--- config.mk ---
export PLATFORM = sky130hd
export DESIGN_NAME = rv_decode_top
export DESIGN_NICKNAME = d
export VERILOG_FILES = /design/src/hdl/rv_decode_pkg.sv /design/src/hdl/decode_bus_if.sv /design/src/hdl/bypass_src_if.sv /design/src/hdl/instr_decoder.sv /design/src/hdl/reg_file.sv /design/src/hdl/operand_stage.sv /design/src/hdl/rv_decode_top.sv
export VERILOG_INCLUDE_DIRS = /design/src /design/src/hdl
export SDC_FILE = /design/constraint.sdc
export NUM_CORES = 2
export LEC_CHECK = 0
export BUFFER_PORTS_ARGS = -buffer_cell sky130_fd_sc_hd__buf_2
export CAP_MARGIN = 15
export CORE_AREA = 2 2 495 448
export CTS_CLUSTER_DIAMETER = 40
export CTS_CLUSTER_SIZE = 10
export DETAILED_ROUTE_END_ITERATION = 12
export DIE_AREA = 0 0 497 450
export HOLD_SLACK_MARGIN = 0.1
export PLACE_DENSITY = 0.43
export SLEW_MARGIN = 20
export SYNTH_ARGS = -nofsm -noshare
export SYNTH_HDL_FRONTEND = slang
export SYNTH_SLANG_ARGS = --single-unit
--- constraint.sdc ---
create_clock -name clk -period 4.95 [get_ports clk]
set_clock_uncertainty 0.2 [all_clocks]
set_input_delay 0.2475 -clock clk [delete_from_list [all_inputs] [get_ports clk]]
set_output_delay 0.2475 -clock clk [all_outputs]
set_load 0.02 [all_outputs]
--- src/hdl/rv_decode_config.svh ---
`ifndef RV_DECODE_CONFIG_SVH
`define RV_DECODE_CONFIG_SVH

// datapath width
`define RV_XLEN 32

// integer register file geometry
`define RV_REG_COUNT 32
`define RV_REG_IDX_W 5

// link value is pc plus one instruction
`define RV_LINK_OFFSET 4

`endif

--- src/hdl/rv_decode_pkg.sv ---
`include "rv_decode_config.svh"

package rv_decode_pkg;

	typedef logic [`RV_XLEN-1:0] word_t;
	typedef logic [`RV_REG_IDX_W-1:0] reg_idx_t;

	// major opcodes kept by the decoder
	typedef enum logic [6:0] {
		opc_load   = 7'b0000011,
		opc_op_imm = 7'b0010011,
		opc_auipc  = 7'b0010111,
		opc_store  = 7'b0100011,
		opc_op     = 7'b0110011,
		opc_lui    = 7'b0110111,
		opc_branch = 7'b1100011,
		opc_jalr   = 7'b1100111,
		opc_jal    = 7'b1101111
	} opcode_e;

	typedef enum logic [3:0] {
		alu_add,
		alu_sub,
		alu_sll,
		alu_slt,
		alu_sltu,
		alu_xor,
		alu_srl,
		alu_sra,
		alu_or,
		alu_and
	} alu_func_e;

	typedef enum logic [1:0] {
		a_sel_reg,
		a_sel_pc,
		a_sel_zero
	} alu_a_sel_e;

	typedef enum logic [1:0] {
		b_sel_reg,
		b_sel_imm
	} alu_b_sel_e;

	typedef enum logic [3:0] {
		mem_none,
		mem_lb,
		mem_lbu,
		mem_lh,
		mem_lhu,
		mem_lw,
		mem_sb,
		mem_sh,
		mem_sw
	} mem_rw_e;

	// valE from alu, valM from memory, valP is the link value
	typedef enum logic [1:0] {
		wb_val_e,
		wb_val_m,
		wb_val_p
	} wb_sel_e;

	typedef enum logic [2:0] {
		br_none,
		br_beq,
		br_bne,
		br_blt,
		br_bge,
		br_bltu,
		br_bgeu,
		br_always
	} br_op_e;

	typedef struct packed {
		alu_a_sel_e alu_a_sel;
		alu_b_sel_e alu_b_sel;
		alu_func_e  alu_func;
		mem_rw_e    mem_rw;
		logic       wb_reg_wen;
		reg_idx_t   wb_rd;
		wb_sel_e    wb_val_sel;
		br_op_e     br_op;
		logic       is_jalr;
	} ctrl_t;

	// no side effects, used for bubbles and unknown opcodes
	localparam ctrl_t ctrl_nop = '{
		alu_a_sel:  a_sel_reg,
		alu_b_sel:  b_sel_imm,
		alu_func:   alu_add,
		mem_rw:     mem_none,
		wb_reg_wen: 1'b0,
		wb_rd:      '0,
		wb_val_sel: wb_val_e,
		br_op:      br_none,
		is_jalr:    1'b0
	};

endpackage

--- src/hdl/decode_bus_if.sv ---
`timescale 1ns/1ps

interface decode_bus_if;
	import rv_decode_pkg::*;

	logic     valid;
	ctrl_t    ctrl;
	reg_idx_t rs1;
	reg_idx_t rs2;
	word_t    imm;

	modport producer (
		output valid,
		output ctrl,
		output rs1,
		output rs2,
		output imm
	);

	modport consumer (
		input valid,
		input ctrl,
		input rs1,
		input rs2,
		input imm
	);

endinterface

--- src/hdl/bypass_src_if.sv ---
`timescale 1ns/1ps

interface bypass_src_if;
	import rv_decode_pkg::*;

	logic     wen;
	reg_idx_t rd;
	wb_sel_e  val_sel;
	word_t    val_e;
	word_t    val_m;
	word_t    pc;

	modport source (
		output wen,
		output rd,
		output val_sel,
		output val_e,
		output val_m,
		output pc
	);

	modport sink (
		input wen,
		input rd,
		input val_sel,
		input val_e,
		input val_m,
		input pc
	);

endinterface

--- src/hdl/instr_decoder.sv ---
`timescale 1ns/1ps

module instr_decoder (
	input  logic                 clk,
	input  logic                 rst_n,
	input  rv_decode_pkg::word_t instr,
	input  logic                 instr_valid,
	decode_bus_if.producer       bus
);
	import rv_decode_pkg::*;

	opcode_e    opcode;
	logic [2:0] funct3;
	logic [6:0] funct7;
	logic       is_shift;
	alu_func_e  alu_fn;
	ctrl_t      ctrl_d;
	reg_idx_t   rs1_d;
	reg_idx_t   rs2_d;
	word_t      imm_d;
	word_t      imm_i;
	word_t      imm_shamt;
	word_t      imm_s;
	word_t      imm_b;
	word_t      imm_j;
	word_t      imm_u;

	assign opcode = opcode_e'(instr[6:0]);
	assign funct3 = instr[14:12];
	assign funct7 = instr[31:25];

	assign imm_i     = {{20{instr[31]}}, instr[31:20]};
	assign imm_shamt = {27'd0, instr[24:20]};
	assign imm_s     = {{20{instr[31]}}, instr[31:25], instr[11:7]};
	assign imm_b     = {{19{instr[31]}}, instr[31], instr[7], instr[30:25], instr[11:8], 1'b0};
	assign imm_j     = {{11{instr[31]}}, instr[31], instr[19:12], instr[20], instr[30:21], 1'b0};
	assign imm_u     = {instr[31:12], 12'd0};

	// slli, srli and srai take shamt instead of the I immediate
	assign is_shift = (funct3 == 3'b001) || (funct3 == 3'b101);

	// shared by OP and OP-IMM, sub only exists in OP
	always_comb begin
		case (funct3)
			3'b000: alu_fn = (opcode == opc_op && funct7[5]) ? alu_sub : alu_add;
			3'b001: alu_fn = alu_sll;
			3'b010: alu_fn = alu_slt;
			3'b011: alu_fn = alu_sltu;
			3'b100: alu_fn = alu_xor;
			3'b101: alu_fn = funct7[5] ? alu_sra : alu_srl;
			3'b110: alu_fn = alu_or;
			default: alu_fn = alu_and;
		endcase
	end

	always_comb begin
		ctrl_d = ctrl_nop;
		ctrl_d.wb_rd = instr[11:7];
		rs1_d = instr[19:15];
		rs2_d = instr[24:20];
		imm_d = '0;
		case (opcode)
			opc_op_imm: begin
				ctrl_d.alu_func = alu_fn;
				ctrl_d.wb_reg_wen = 1'b1;
				rs2_d = '0;
				imm_d = is_shift ? imm_shamt : imm_i;
			end
			opc_op: begin
				ctrl_d.alu_b_sel = b_sel_reg;
				ctrl_d.alu_func = alu_fn;
				ctrl_d.wb_reg_wen = 1'b1;
			end
			opc_load: begin
				ctrl_d.wb_reg_wen = 1'b1;
				ctrl_d.wb_val_sel = wb_val_m;
				rs2_d = '0;
				imm_d = imm_i;
				case (funct3)
					3'b000: ctrl_d.mem_rw = mem_lb;
					3'b001: ctrl_d.mem_rw = mem_lh;
					3'b010: ctrl_d.mem_rw = mem_lw;
					3'b100: ctrl_d.mem_rw = mem_lbu;
					3'b101: ctrl_d.mem_rw = mem_lhu;
					default: ctrl_d.mem_rw = mem_none;
				endcase
			end
			opc_store: begin
				imm_d = imm_s;
				case (funct3)
					3'b000: ctrl_d.mem_rw = mem_sb;
					3'b001: ctrl_d.mem_rw = mem_sh;
					3'b010: ctrl_d.mem_rw = mem_sw;
					default: ctrl_d.mem_rw = mem_none;
				endcase
			end
			opc_branch: begin
				ctrl_d.alu_a_sel = a_sel_pc;
				imm_d = imm_b;
				case (funct3)
					3'b000: ctrl_d.br_op = br_beq;
					3'b001: ctrl_d.br_op = br_bne;
					3'b100: ctrl_d.br_op = br_blt;
					3'b101: ctrl_d.br_op = br_bge;
					3'b110: ctrl_d.br_op = br_bltu;
					3'b111: ctrl_d.br_op = br_bgeu;
					default: ctrl_d.br_op = br_none;
				endcase
			end
			opc_jalr: begin
				ctrl_d.wb_reg_wen = 1'b1;
				ctrl_d.wb_val_sel = wb_val_p;
				ctrl_d.br_op = br_always;
				ctrl_d.is_jalr = 1'b1;
				rs2_d = '0;
				imm_d = imm_i;
			end
			opc_jal: begin
				ctrl_d.alu_a_sel = a_sel_pc;
				ctrl_d.wb_reg_wen = 1'b1;
				ctrl_d.wb_val_sel = wb_val_p;
				ctrl_d.br_op = br_always;
				rs1_d = '0;
				rs2_d = '0;
				imm_d = imm_j;
			end
			opc_lui: begin
				ctrl_d.alu_a_sel = a_sel_zero;
				ctrl_d.wb_reg_wen = 1'b1;
				rs1_d = '0;
				rs2_d = '0;
				imm_d = imm_u;
			end
			opc_auipc: begin
				ctrl_d.alu_a_sel = a_sel_pc;
				ctrl_d.wb_reg_wen = 1'b1;
				rs1_d = '0;
				rs2_d = '0;
				imm_d = imm_u;
			end
			default: begin
				// unknown opcode reads nothing
				rs1_d = '0;
				rs2_d = '0;
			end
		endcase
	end

	always_ff @(posedge clk or negedge rst_n) begin
		if (!rst_n) begin
			bus.valid <= 1'b0;
			bus.ctrl <= ctrl_nop;
		end else begin
			bus.valid <= instr_valid;
			bus.ctrl <= instr_valid ? ctrl_d : ctrl_nop;
		end
	end

	always_ff @(posedge clk) begin
		bus.rs1 <= rs1_d;
		bus.rs2 <= rs2_d;
		bus.imm <= imm_d;
	end

	wen_opcode_chk: assert property (@(posedge clk) disable iff (!rst_n)
		bus.valid && bus.ctrl.wb_reg_wen |->
			$past(instr[6:0]) inside {opc_op, opc_op_imm, opc_load, opc_jalr,
				opc_jal, opc_lui, opc_auipc});

endmodule

--- src/hdl/reg_file.sv ---
`timescale 1ns/1ps
`include "rv_decode_config.svh"

module reg_file (
	input  logic                    clk,
	input  logic                    rst_n,
	input  logic                    wr_en,
	input  rv_decode_pkg::reg_idx_t wr_idx,
	input  rv_decode_pkg::word_t    wr_data,
	input  rv_decode_pkg::reg_idx_t rd_idx_a,
	input  rv_decode_pkg::reg_idx_t rd_idx_b,
	output rv_decode_pkg::word_t    rd_data_a,
	output rv_decode_pkg::word_t    rd_data_b
);
	import rv_decode_pkg::*;

	word_t regs [`RV_REG_COUNT];

	always_ff @(posedge clk or negedge rst_n) begin
		if (!rst_n) begin
			for (int i = 0; i < `RV_REG_COUNT; i++) begin
				regs[i] <= '0;
			end
		end else if (wr_en && wr_idx != '0) begin
			regs[wr_idx] <= wr_data;
		end
	end

	// x0 is hardwired
	assign rd_data_a = (rd_idx_a == '0) ? '0 : regs[rd_idx_a];
	assign rd_data_b = (rd_idx_b == '0) ? '0 : regs[rd_idx_b];

	x0_zero_chk: assert property (@(posedge clk) disable iff (!rst_n)
		regs[0] == '0);

endmodule

--- src/hdl/operand_stage.sv ---
`timescale 1ns/1ps
`include "rv_decode_config.svh"

module operand_stage (
	input  logic                    clk,
	input  logic                    rst_n,
	input  logic                    ex_wen,
	input  rv_decode_pkg::reg_idx_t ex_rd,
	input  rv_decode_pkg::word_t    ex_val,
	input  rv_decode_pkg::word_t    rf_data_a,
	input  rv_decode_pkg::word_t    rf_data_b,
	decode_bus_if.consumer          bus,
	bypass_src_if.sink              mem_src,
	bypass_src_if.sink              wb_src,
	output rv_decode_pkg::reg_idx_t rf_idx_a,
	output rv_decode_pkg::reg_idx_t rf_idx_b,
	output logic                    out_valid,
	output rv_decode_pkg::word_t    val_a,
	output rv_decode_pkg::word_t    val_b,
	output rv_decode_pkg::word_t    imm,
	output rv_decode_pkg::ctrl_t    ctrl,
	output rv_decode_pkg::reg_idx_t rs1,
	output rv_decode_pkg::reg_idx_t rs2,
	output logic                    need_jump
);
	import rv_decode_pkg::*;

	word_t mem_fwd;
	word_t wb_fwd;
	word_t opnd_a;
	word_t opnd_b;
	logic  taken;

	function automatic logic src_hit(logic wen, reg_idx_t rd, reg_idx_t idx);
		return wen && (rd != '0) && (rd == idx);
	endfunction

	function automatic word_t src_value(wb_sel_e sel, word_t v_e, word_t v_m, word_t pc);
		case (sel)
			wb_val_m: return v_m;
			wb_val_p: return pc + `RV_LINK_OFFSET;
			default: return v_e;
		endcase
	endfunction

	// youngest producer wins
	function automatic word_t pick(reg_idx_t idx, word_t rf_val);
		if (src_hit(ex_wen, ex_rd, idx))
			return ex_val;
		if (src_hit(mem_src.wen, mem_src.rd, idx))
			return mem_fwd;
		if (src_hit(wb_src.wen, wb_src.rd, idx))
			return wb_fwd;
		return rf_val;
	endfunction

	assign rf_idx_a = bus.rs1;
	assign rf_idx_b = bus.rs2;

	assign mem_fwd = src_value(mem_src.val_sel, mem_src.val_e, mem_src.val_m, mem_src.pc);
	assign wb_fwd = src_value(wb_src.val_sel, wb_src.val_e, wb_src.val_m, wb_src.pc);

	always_comb begin
		opnd_a = pick(bus.rs1, rf_data_a);
		opnd_b = pick(bus.rs2, rf_data_b);
	end

	always_comb begin
		case (bus.ctrl.br_op)
			br_beq: taken = (opnd_a == opnd_b);
			br_bne: taken = (opnd_a != opnd_b);
			br_blt: taken = ($signed(opnd_a) < $signed(opnd_b));
			br_bge: taken = ($signed(opnd_a) >= $signed(opnd_b));
			br_bltu: taken = (opnd_a < opnd_b);
			br_bgeu: taken = (opnd_a >= opnd_b);
			br_always: taken = 1'b1;
			default: taken = 1'b0;
		endcase
	end

	always_ff @(posedge clk or negedge rst_n) begin
		if (!rst_n) begin
			out_valid <= 1'b0;
			ctrl <= ctrl_nop;
			need_jump <= 1'b0;
		end else begin
			out_valid <= bus.valid;
			ctrl <= bus.ctrl;
			need_jump <= bus.valid && taken;
		end
	end

	always_ff @(posedge clk) begin
		val_a <= opnd_a;
		val_b <= opnd_b;
		imm <= bus.imm;
		rs1 <= bus.rs1;
		rs2 <= bus.rs2;
	end

	jump_qual_chk: assert property (@(posedge clk) disable iff (!rst_n)
		need_jump |-> out_valid && (ctrl.br_op != br_none));

endmodule

--- src/hdl/rv_decode_top.sv ---
`timescale 1ns/1ps

module rv_decode_top (
	input  logic                        clk,
	input  logic                        rst_n,
	input  rv_decode_pkg::word_t        instr,
	input  logic                        instr_valid,
	input  logic                        ex_wen,
	input  rv_decode_pkg::reg_idx_t     ex_rd,
	input  rv_decode_pkg::word_t        ex_val,
	input  logic                        mem_wen,
	input  rv_decode_pkg::reg_idx_t     mem_rd,
	input  rv_decode_pkg::wb_sel_e      mem_val_sel,
	input  rv_decode_pkg::word_t        mem_val_e,
	input  rv_decode_pkg::word_t        mem_val_m,
	input  rv_decode_pkg::word_t        mem_pc,
	input  logic                        wb_src_wen,
	input  rv_decode_pkg::reg_idx_t     wb_src_rd,
	input  rv_decode_pkg::wb_sel_e      wb_src_val_sel,
	input  rv_decode_pkg::word_t        wb_src_val_e,
	input  rv_decode_pkg::word_t        wb_src_val_m,
	input  rv_decode_pkg::word_t        wb_src_pc,
	input  logic                        wb_wen,
	input  rv_decode_pkg::reg_idx_t     wb_rd,
	input  rv_decode_pkg::word_t        wb_data,
	output logic                        out_valid,
	output rv_decode_pkg::word_t        val_a,
	output rv_decode_pkg::word_t        val_b,
	output rv_decode_pkg::word_t        imm,
	output rv_decode_pkg::alu_a_sel_e   alu_a_sel,
	output rv_decode_pkg::alu_b_sel_e   alu_b_sel,
	output rv_decode_pkg::alu_func_e    alu_func,
	output rv_decode_pkg::mem_rw_e      mem_rw,
	output logic                        wb_reg_wen,
	output rv_decode_pkg::reg_idx_t     wb_rd_out,
	output rv_decode_pkg::wb_sel_e      wb_val_sel,
	output rv_decode_pkg::reg_idx_t     rs1,
	output rv_decode_pkg::reg_idx_t     rs2,
	output logic                        need_jump,
	output logic                        is_jalr
);
	import rv_decode_pkg::*;

	reg_idx_t rf_idx_a;
	reg_idx_t rf_idx_b;
	word_t    rf_data_a;
	word_t    rf_data_b;
	ctrl_t    ctrl;

	decode_bus_if dec_bus ();
	bypass_src_if mem_src ();
	bypass_src_if wb_src ();

	assign mem_src.wen = mem_wen;
	assign mem_src.rd = mem_rd;
	assign mem_src.val_sel = mem_val_sel;
	assign mem_src.val_e = mem_val_e;
	assign mem_src.val_m = mem_val_m;
	assign mem_src.pc = mem_pc;

	assign wb_src.wen = wb_src_wen;
	assign wb_src.rd = wb_src_rd;
	assign wb_src.val_sel = wb_src_val_sel;
	assign wb_src.val_e = wb_src_val_e;
	assign wb_src.val_m = wb_src_val_m;
	assign wb_src.pc = wb_src_pc;

	instr_decoder instr_decoder_inst (
		.clk         (clk),
		.rst_n       (rst_n),
		.instr       (instr),
		.instr_valid (instr_valid),
		.bus         (dec_bus.producer)
	);

	reg_file reg_file_inst (
		.clk       (clk),
		.rst_n     (rst_n),
		.wr_en     (wb_wen),
		.wr_idx    (wb_rd),
		.wr_data   (wb_data),
		.rd_idx_a  (rf_idx_a),
		.rd_idx_b  (rf_idx_b),
		.rd_data_a (rf_data_a),
		.rd_data_b (rf_data_b)
	);

	operand_stage operand_stage_inst (
		.clk       (clk),
		.rst_n     (rst_n),
		.ex_wen    (ex_wen),
		.ex_rd     (ex_rd),
		.ex_val    (ex_val),
		.rf_data_a (rf_data_a),
		.rf_data_b (rf_data_b),
		.bus       (dec_bus.consumer),
		.mem_src   (mem_src.sink),
		.wb_src    (wb_src.sink),
		.rf_idx_a  (rf_idx_a),
		.rf_idx_b  (rf_idx_b),
		.out_valid (out_valid),
		.val_a     (val_a),
		.val_b     (val_b),
		.imm       (imm),
		.ctrl      (ctrl),
		.rs1       (rs1),
		.rs2       (rs2),
		.need_jump (need_jump)
	);

	// control struct onto plain ports
	assign alu_a_sel = ctrl.alu_a_sel;
	assign alu_b_sel = ctrl.alu_b_sel;
	assign alu_func = ctrl.alu_func;
	assign mem_rw = ctrl.mem_rw;
	assign wb_reg_wen = ctrl.wb_reg_wen;
	assign wb_rd_out = ctrl.wb_rd;
	assign wb_val_sel = ctrl.wb_val_sel;
	assign is_jalr = ctrl.is_jalr;

endmodule

# --- Yosys cells after proc, flatten, opt, wreduce, memory -nomap -nowiden ---
# Cells that the tools add are included.
word_totals:
  ff_bits: 1220
  latchBits: 0
  ramBits: 0
  rom_bits: 0
  input_bits: 319
  out_inout_bits: 129
  elab_cells: 192
  memories: 0
classes:
  add_sub_neg: 2
  mul: 0
  div_mod_pow: 0
  n_lt_le_gt_ge: 8
  eq_ne: 35
  shift: 0
  muxes: 55
  bitwise: 3
  reduce_logical: 29
op_table:
  columns: ["operator", "count"]
  rows:
  - ["bitwise mux 1024 bit", 1]
  - ["2-to-1 mux 32 bit", 20]
  - ["binary-select mux 32 bit (select 5 bit)", 2]
  - ["case mux 32 bit (6 select lines)", 1]
  - ["demux 32 bit (select 5 bit)", 1]
  - ["case mux 32 bit (2 select lines)", 2]
  - ["adder 32 x 3 -> 32 bit, second input constant", 2]
  - ["greater-or-equal comparator 32 bit", 2]
  - ["< comparator 32 bit", 2]
  - ["== test 32 bit", 1]
  - ["inequality test 32 bit", 1]
  - ["== test 5 bit", 6]
  - ["case mux 4 bit (7 select lines)", 1]
  - ["== test 3 bit, second input constant", 8]
  - ["2-to-1 mux 24 bit", 1]
  - ["== test 7 x 6 -> 1 bit, second input constant", 3]
  - ["== test 7 bit, second input constant", 3]
  - ["nonzero test 5 bit", 4]
  - ["greater-or-equal comparator 6 bit, second input constant", 3]
  - ["NOT 5 -> 6 bit", 3]
  - ["case mux 3 bit (6 select lines)", 1]
  - ["2-to-1 mux 1 bit", 17]
  - ["case mux 3 bit (5 select lines)", 1]
  - ["== test 7 x 5 -> 1 bit, second input constant", 2]
  - ["20 further kinds", 44]

# --- Depth between registers and ports, before layout ---
logic_depth:
  depth_word: 13
  mapped_depth: 20
  depth_no_buf: 17

# --- By module ---
# Synthesis repeated with hierarchy kept, for this count alone.
hier_totals:
  hier_cells: 4864
  area_unflattened_um2: 65288.9
modules_own_cells:
  columns: ["module", "n_inst", "cells_per_inst", "area_per_inst_um2", "seq_area_each_um2"]
  rows:
  - ["reg_file", 1, 3621, 54369.6, 25624.6]
  - ["operand_stage", 1, 1007, 8495.6, 2773.9]
  - ["instr_decoder", 1, 236, 2423.6, 1442.6]

# --- Worst setup path after synthesis ---
# Ideal clock, no wire load.
synth_path:
  kind: "reg2reg"
  from: "register instr_decoder_inst.bus.rs1[0]"
  to: "register operand_stage_inst.need_jump"
  setup_ps: 120
  t_arrival_ps: 3879
  required_time_ps: 4630
  path_slack_ps: 751
  stages_incl_launch_ff: 18
  n_path_buf: 4
  synth_period_minus_slack_ps: 4199
  cell_sequence: "dfxtp_1 > buf_4 > buf_6 > buf_4 > buf_2 > mux4_2 > a221oi_1 > a21oi_1 > nand2_1 > a31oi_1 > ha_1 > nand4_1 > nor4_1 > nand3_1 > o21a_1 > o22ai_1 > o31ai_1 > a31o_2"
synth_between:
  elab_chain_cells: 11
  elab_cells_between_ends: 31
  cone_classes: "order compare: 4; eq/ne: 5; mux: 16; bitwise: 1; reduce/logical: 5"
synth_rtl:
  columns: ["item", "line_no", "rtl"]
  rows:
  - ["start: declaration", "decode_bus_if.sv:15", "output rs1,"]
  - ["start signal: assignment", "instr_decoder.sv:160", "bus.rs1 <= rs1_d;"]
  - ["NOT 5 -> 6 bit (not written as such) or == test 5 bit (tied branches)", "reg_file.sv:30, operand_stage.sv:35", null]
  - ["binary-select mux 32 bit (select 5 bit) or logical AND 1 bit (tied branches)", "reg_file.sv:30, operand_stage.sv:35", null]
  - ["2-to-1 mux 32 bit (not written as such) or 2-to-1 mux 1 bit (tied branches) (2 in series)", "reg_file.sv:30, operand_stage.sv:52", null]
  - ["2-to-1 mux 32 bit or 2-to-1 mux 1 bit (tied branches)", "reg_file.sv:30, operand_stage.sv:50", null]
  - ["2-to-1 mux 32 bit", "operand_stage.sv:54", "return rf_val;"]
  - ["2-to-1 mux 32 bit", "operand_stage.sv:52", "if (src_hit(wb_src.wen, wb_src.rd, idx))"]
  - ["2-to-1 mux 32 bit *", "operand_stage.sv:50", "if (src_hit(mem_src.wen, mem_src.rd, idx))"]
  - ["named net operand_stage_inst.opnd_a[31]", "operand_stage.sv:30", "word_t opnd_a;"]
  - ["greater-or-equal comparator 32 bit, or another cell as far along", "operand_stage.sv:75", "br_bgeu: taken = (opnd_a >= opnd_b);"]
  - ["case mux 1 bit (7 select lines) *", "operand_stage.sv:69", "case (bus.ctrl.br_op)"]
  - ["logical AND 1 bit *", "operand_stage.sv:89", "need_jump <= bus.valid && taken;"]
  - ["end signal: assignment", "operand_stage.sv:89", null]
  - ["end: declaration", "operand_stage.sv:24", "output logic need_jump"]
# The timed path passes the listed nets; every way through them passes the cells marked *. The select of a mux whose other input is x is not followed.
# A chain may end at the register's enable or synchronous reset.

# --- Worst setup path in the final report ---
layout_path:
  from: "register instr_decoder_inst.bus.rs1[1]"
  to: "register operand_stage_inst.need_jump"
# Same word-level chain as after synthesis.

==> reports/results.tsv <==
stage	metric	value	unit
synthesis	Yosys cell types	100	
critical_path	critical path class	flop to flop	
worst_hold_path	hold_sp	instr_decoder_inst.bus.imm[5]	
detailed_routing	vias post-DR	48692	
worst_hold_path	Worst Hold End	operand_stage_inst.imm[5]	
critical_path	Arr. time, crit path	5.43	ns
cts	clock sinks	1218	
floorplan	chip width	497	um
critical_path	FF-to-FF path depth	19	
detailed_routing	Starting DRT DRC Count	4294	
critical_path	cell family with most CP delay	simple AND/OR/NAND/NOR gates	
sta	worst rel slew slack	20.4	%
worst_hold_path	Hold Path Class	flop to flop	
global_route	initial antenna violation count	30	
detailed_routing	drt drc	0	
synthesis	cell taking the most area after synthesis	dfrtp_1	
detailed_routing	Via-to-Cell Ratio	5.58	
synthesis	Mean Syn Cell Area	13.6	um^2
power	IR drop worst, VDD	0.314	mV
power	Static Leak	34.8	nW
synthesis	ys flop type	dfrtp_1	
synthesis	post-synth top area share	41.0	%
cts	H-tree depth	4	
synthesis	sequential-to-total area share from yosys stat	45.6	%
layout	Layout Nets	6008	
global_route	first-pass GRT wire length	395000	um
layout	fillers	20876	
power	pwr dens	398	nW/um^2
sta	Final Setup Violations	0	
sta	Tmin final	4.90	ns
synthesis	number of flops mapped to enable cells by yosys	0	
cts	CTS tree	built	
synthesis	Synth warnings	0	
floorplan	initial core utilization	29.8	%
worst_hold_path	hold path depth	0	
cts	Worst-Skew Late Latency	0.86	ns
sta	final worst-path cycle share	99.0	%
detailed_routing	drt total wl	281000	um
sta	final hold viol count	0	
sta	Slew Viols, Final	0	
detailed_routing	Avg WL per Cell	32.2	um
flow_run	Max Cap Viol	0	
placement	dpl hpwl	188000	um
critical_path	CP Capture Type	flop	
critical_path	r2r setup slk	0.05	ns
critical_path	slowest cell delay on critical path	0.62	ns
cts	CTS clk-pin slew, worst paths	0.05	ns
synthesis	Post-synth ARST share	87.8	%
layout	Finished Cell Area	83400	um^2
global_route	largest net degree at the start of global routing	157	
synthesis	Synth Instances	4802	
sta	hold_ws	0.125	ns
critical_path	most used cell, CP	buf_4	
global_route	GRT Util Overall	24.6	%
placement	dpl cells	8049	
synthesis	syn_nets	5160	
placement	GPL Wtd Cong	0.965	
cts	CTS Buf Count	211	
cts	CTS Root Buffer Type	clkbuf_16	
floorplan	row count	163	
global_route	grt total ovfl	0	
detailed_routing	TritonRoute pass-1 iters	6	
synthesis	commonest cells in the netlist	dfrtp_1, mux2_2, mux4_2, clkbuf_1, mux2i_1	
layout	Non-Filler Instances	8729	
critical_path	Worst setup SP type	flop	
floorplan	I/O pin count	448	
critical_path	CP max stage cell	or3_2	
global_route	vias in the first global route	49717	
run_status	status	finished clean	
synthesis	post-synthesis cell area	65200	um^2
floorplan	core area	218000	um^2
layout	Area Growth Syn to Fin	28.0	%
critical_path	worst path cell trace	or3_2, nor3_2, or2_1, buf_4, nor2_2, buf_4, buf_4, o211ai_1, buf_4, nand2_1, ha_1, nand2_1, nor2_1, buf_4, nand3_1, nor3b_1, o21ai_0, nand4b_1, a31o_2	
sta	measured slew at the worst slew-check pin	1.19	ns
detailed_routing	Routed Antenna Nets	0	
placement	IO buf count	446	
synthesis	cell with the most instances after synthesis	dfrtp_1	
critical_path	critical-path maximum fanout	13	
cts	clock buffer depth	3	
power	total power	33.2	mW
layout	share of cells above drive strength 1	47.7	%
synthesis	Yosys reg bits	1218	
critical_path	Worst R2R End	operand_stage_inst.need_jump	
sta	Fmax achieved	204	MHz
critical_path	Worst Path Required	5.48	ns
critical_path	Buf/Inv on CP	5	
critical_path	RR Startpoint	instr_decoder_inst.bus.rs1[1]	
synthesis	main area contributors after synthesis	dfrtp_1, mux2_2, mux4_2	
floorplan	die area	224000	um^2
placement	Placed Area	72800	um^2
floorplan	die height	450	um
-- kinds of logic after synthesis --
family / count (synthesis) / share of synthesized area, %
multiplexers: 1723 / 36.6
XOR/XNOR: 74 / 0.995
buffers and inverters: 524 / 4.01
other: 1 / 0.00576
adder cells (fa/ha/maj): 39 / 0.749
AO/OA/AOI/OAI: 709 / 7.94
AND/OR/NAND/NOR: 514 / 4.05
flip-flops: 1218 / 45.6
-- how the worst max path moves through the flow --
stage,startpoint,endpoint,slack (ns),depth (start not counted)
floorplan,instr_decoder_inst.bus.rs1[0],operand_stage_inst.need_jump,0.75,17
global placement,wb_src_rd[3],operand_stage_inst.need_jump,-0.42,20
detailed placement,wb_src_rd[3],operand_stage_inst.need_jump,-0.35,20
CTS,instr_decoder_inst.bus.rs2[0],operand_stage_inst.need_jump,0.01,19
global route,instr_decoder_inst.bus.rs2[0],operand_stage_inst.need_jump,-0.03,19
finish,instr_decoder_inst.bus.rs1[1],operand_stage_inst.need_jump,0.05,19
-- power by group --
part | internal [mW] | leakage, nW | switching [mW]
Combinational | 2.84 | 16.2 | 2.11
Clock | 9.86 | 3.64 | 5.63
Sequential | 11.6 | 15.0 | 1.19
Total | 24.3 | 34.8 | 8.93
-- area by class of cell --
type | count | area, um^2 | share of cell area [%]
Sequential cell | 1218 | 29800 | 35.7
Inverter | 29 | 111 | 0.134
Clock buffer | 274 | 5890 | 7.06
Multi-Input combinational cell | 3060 | 33200 | 39.8
Timing Repair Buffer | 1130 | 9110 | 10.9
Tap cell | 2887 | 3610 | 4.33
Antenna cell | 9 | 22.5 | 0.0270
Clock inverter | 122 | 1700 | 2.04
-- cells in the final DEF (no fill, tap or decap), types with 29 or more instances in the layout --
cell type,netlist,layout
dfrtp_1,1068,1068
clkinv_2,0,29
a22oi_1,82,82
nor2_1,102,89
a221oi_1,114,106
xnor2_1,51,51
dlygate4sd3_1,0,264
a21oi_1,104,101
ha_1,39,38
o21ai_0,111,106
clkbuf_16,0,213
buf_2,57,445
clkbuf_8,0,35
nand3_1,61,58
mux2i_1,271,270
nand2_1,143,131
dfxtp_1,148,139
mux2_2,1002,1002
o221ai_1,37,37
o22ai_1,29,29
mux4_2,421,421
buf_12,9,74
buf_4,30,337
nand4_1,29,29
-- metrics by stage --
stage	TNS [ns]	worst slack [ns]	util (%)
floorplan	0	0.751	-
global placement	-0.417	-0.417	33.3
detailed placement	-0.354	-0.354	33.3
CTS	0	0.0108	38.1
global route	-0.0272	-0.0272	38.2
finish	0	0.0511	38.2
-- flip-flops by register name (all words and copies together), names as in the netlist --
register and flops:
operand_stage_inst.imm 32, operand_stage_inst.out_valid 1, instr_decoder_inst.bus.imm 32, operand_stage_inst.val_b 32, operand_stage_inst.rs1 5, instr_decoder_inst.bus.ctrl 23, instr_decoder_inst.bus.rs1 5, operand_stage_inst.need_jump 1
operand_stage_inst.rs2 5, instr_decoder_inst.bus.valid 1, operand_stage_inst.val_a 32, reg_file_inst.regs 1024, operand_stage_inst.ctrl 20, instr_decoder_inst.bus.rs2 5
-- per-layer routing --
| layer | track usage, % | share of wire [%] | vias up |
|---|---|---|---|
| met3 | 4.71 | 6.1 | 452 |
| met2 | 39.1 | 46 | 1762 |
| met4 | 7.88 | 3.4 | 12 |
| met1 | 33.9 | 44 | 26123 |
| li1 | - | - | 20343 |
| met5 | 0 | 0.024 | - |
-- timing repair --
action                     4_1_cts  5_1_grt
gates resized for setup         10       25
setup endpoints to repair        1        1
gates cloned                     0        1
pin swaps                        3        4
setup buffers                    1        8
hold buffers                   265        0
hold endpoints to repair      1939        0
(Power assumes the default switching activity.)
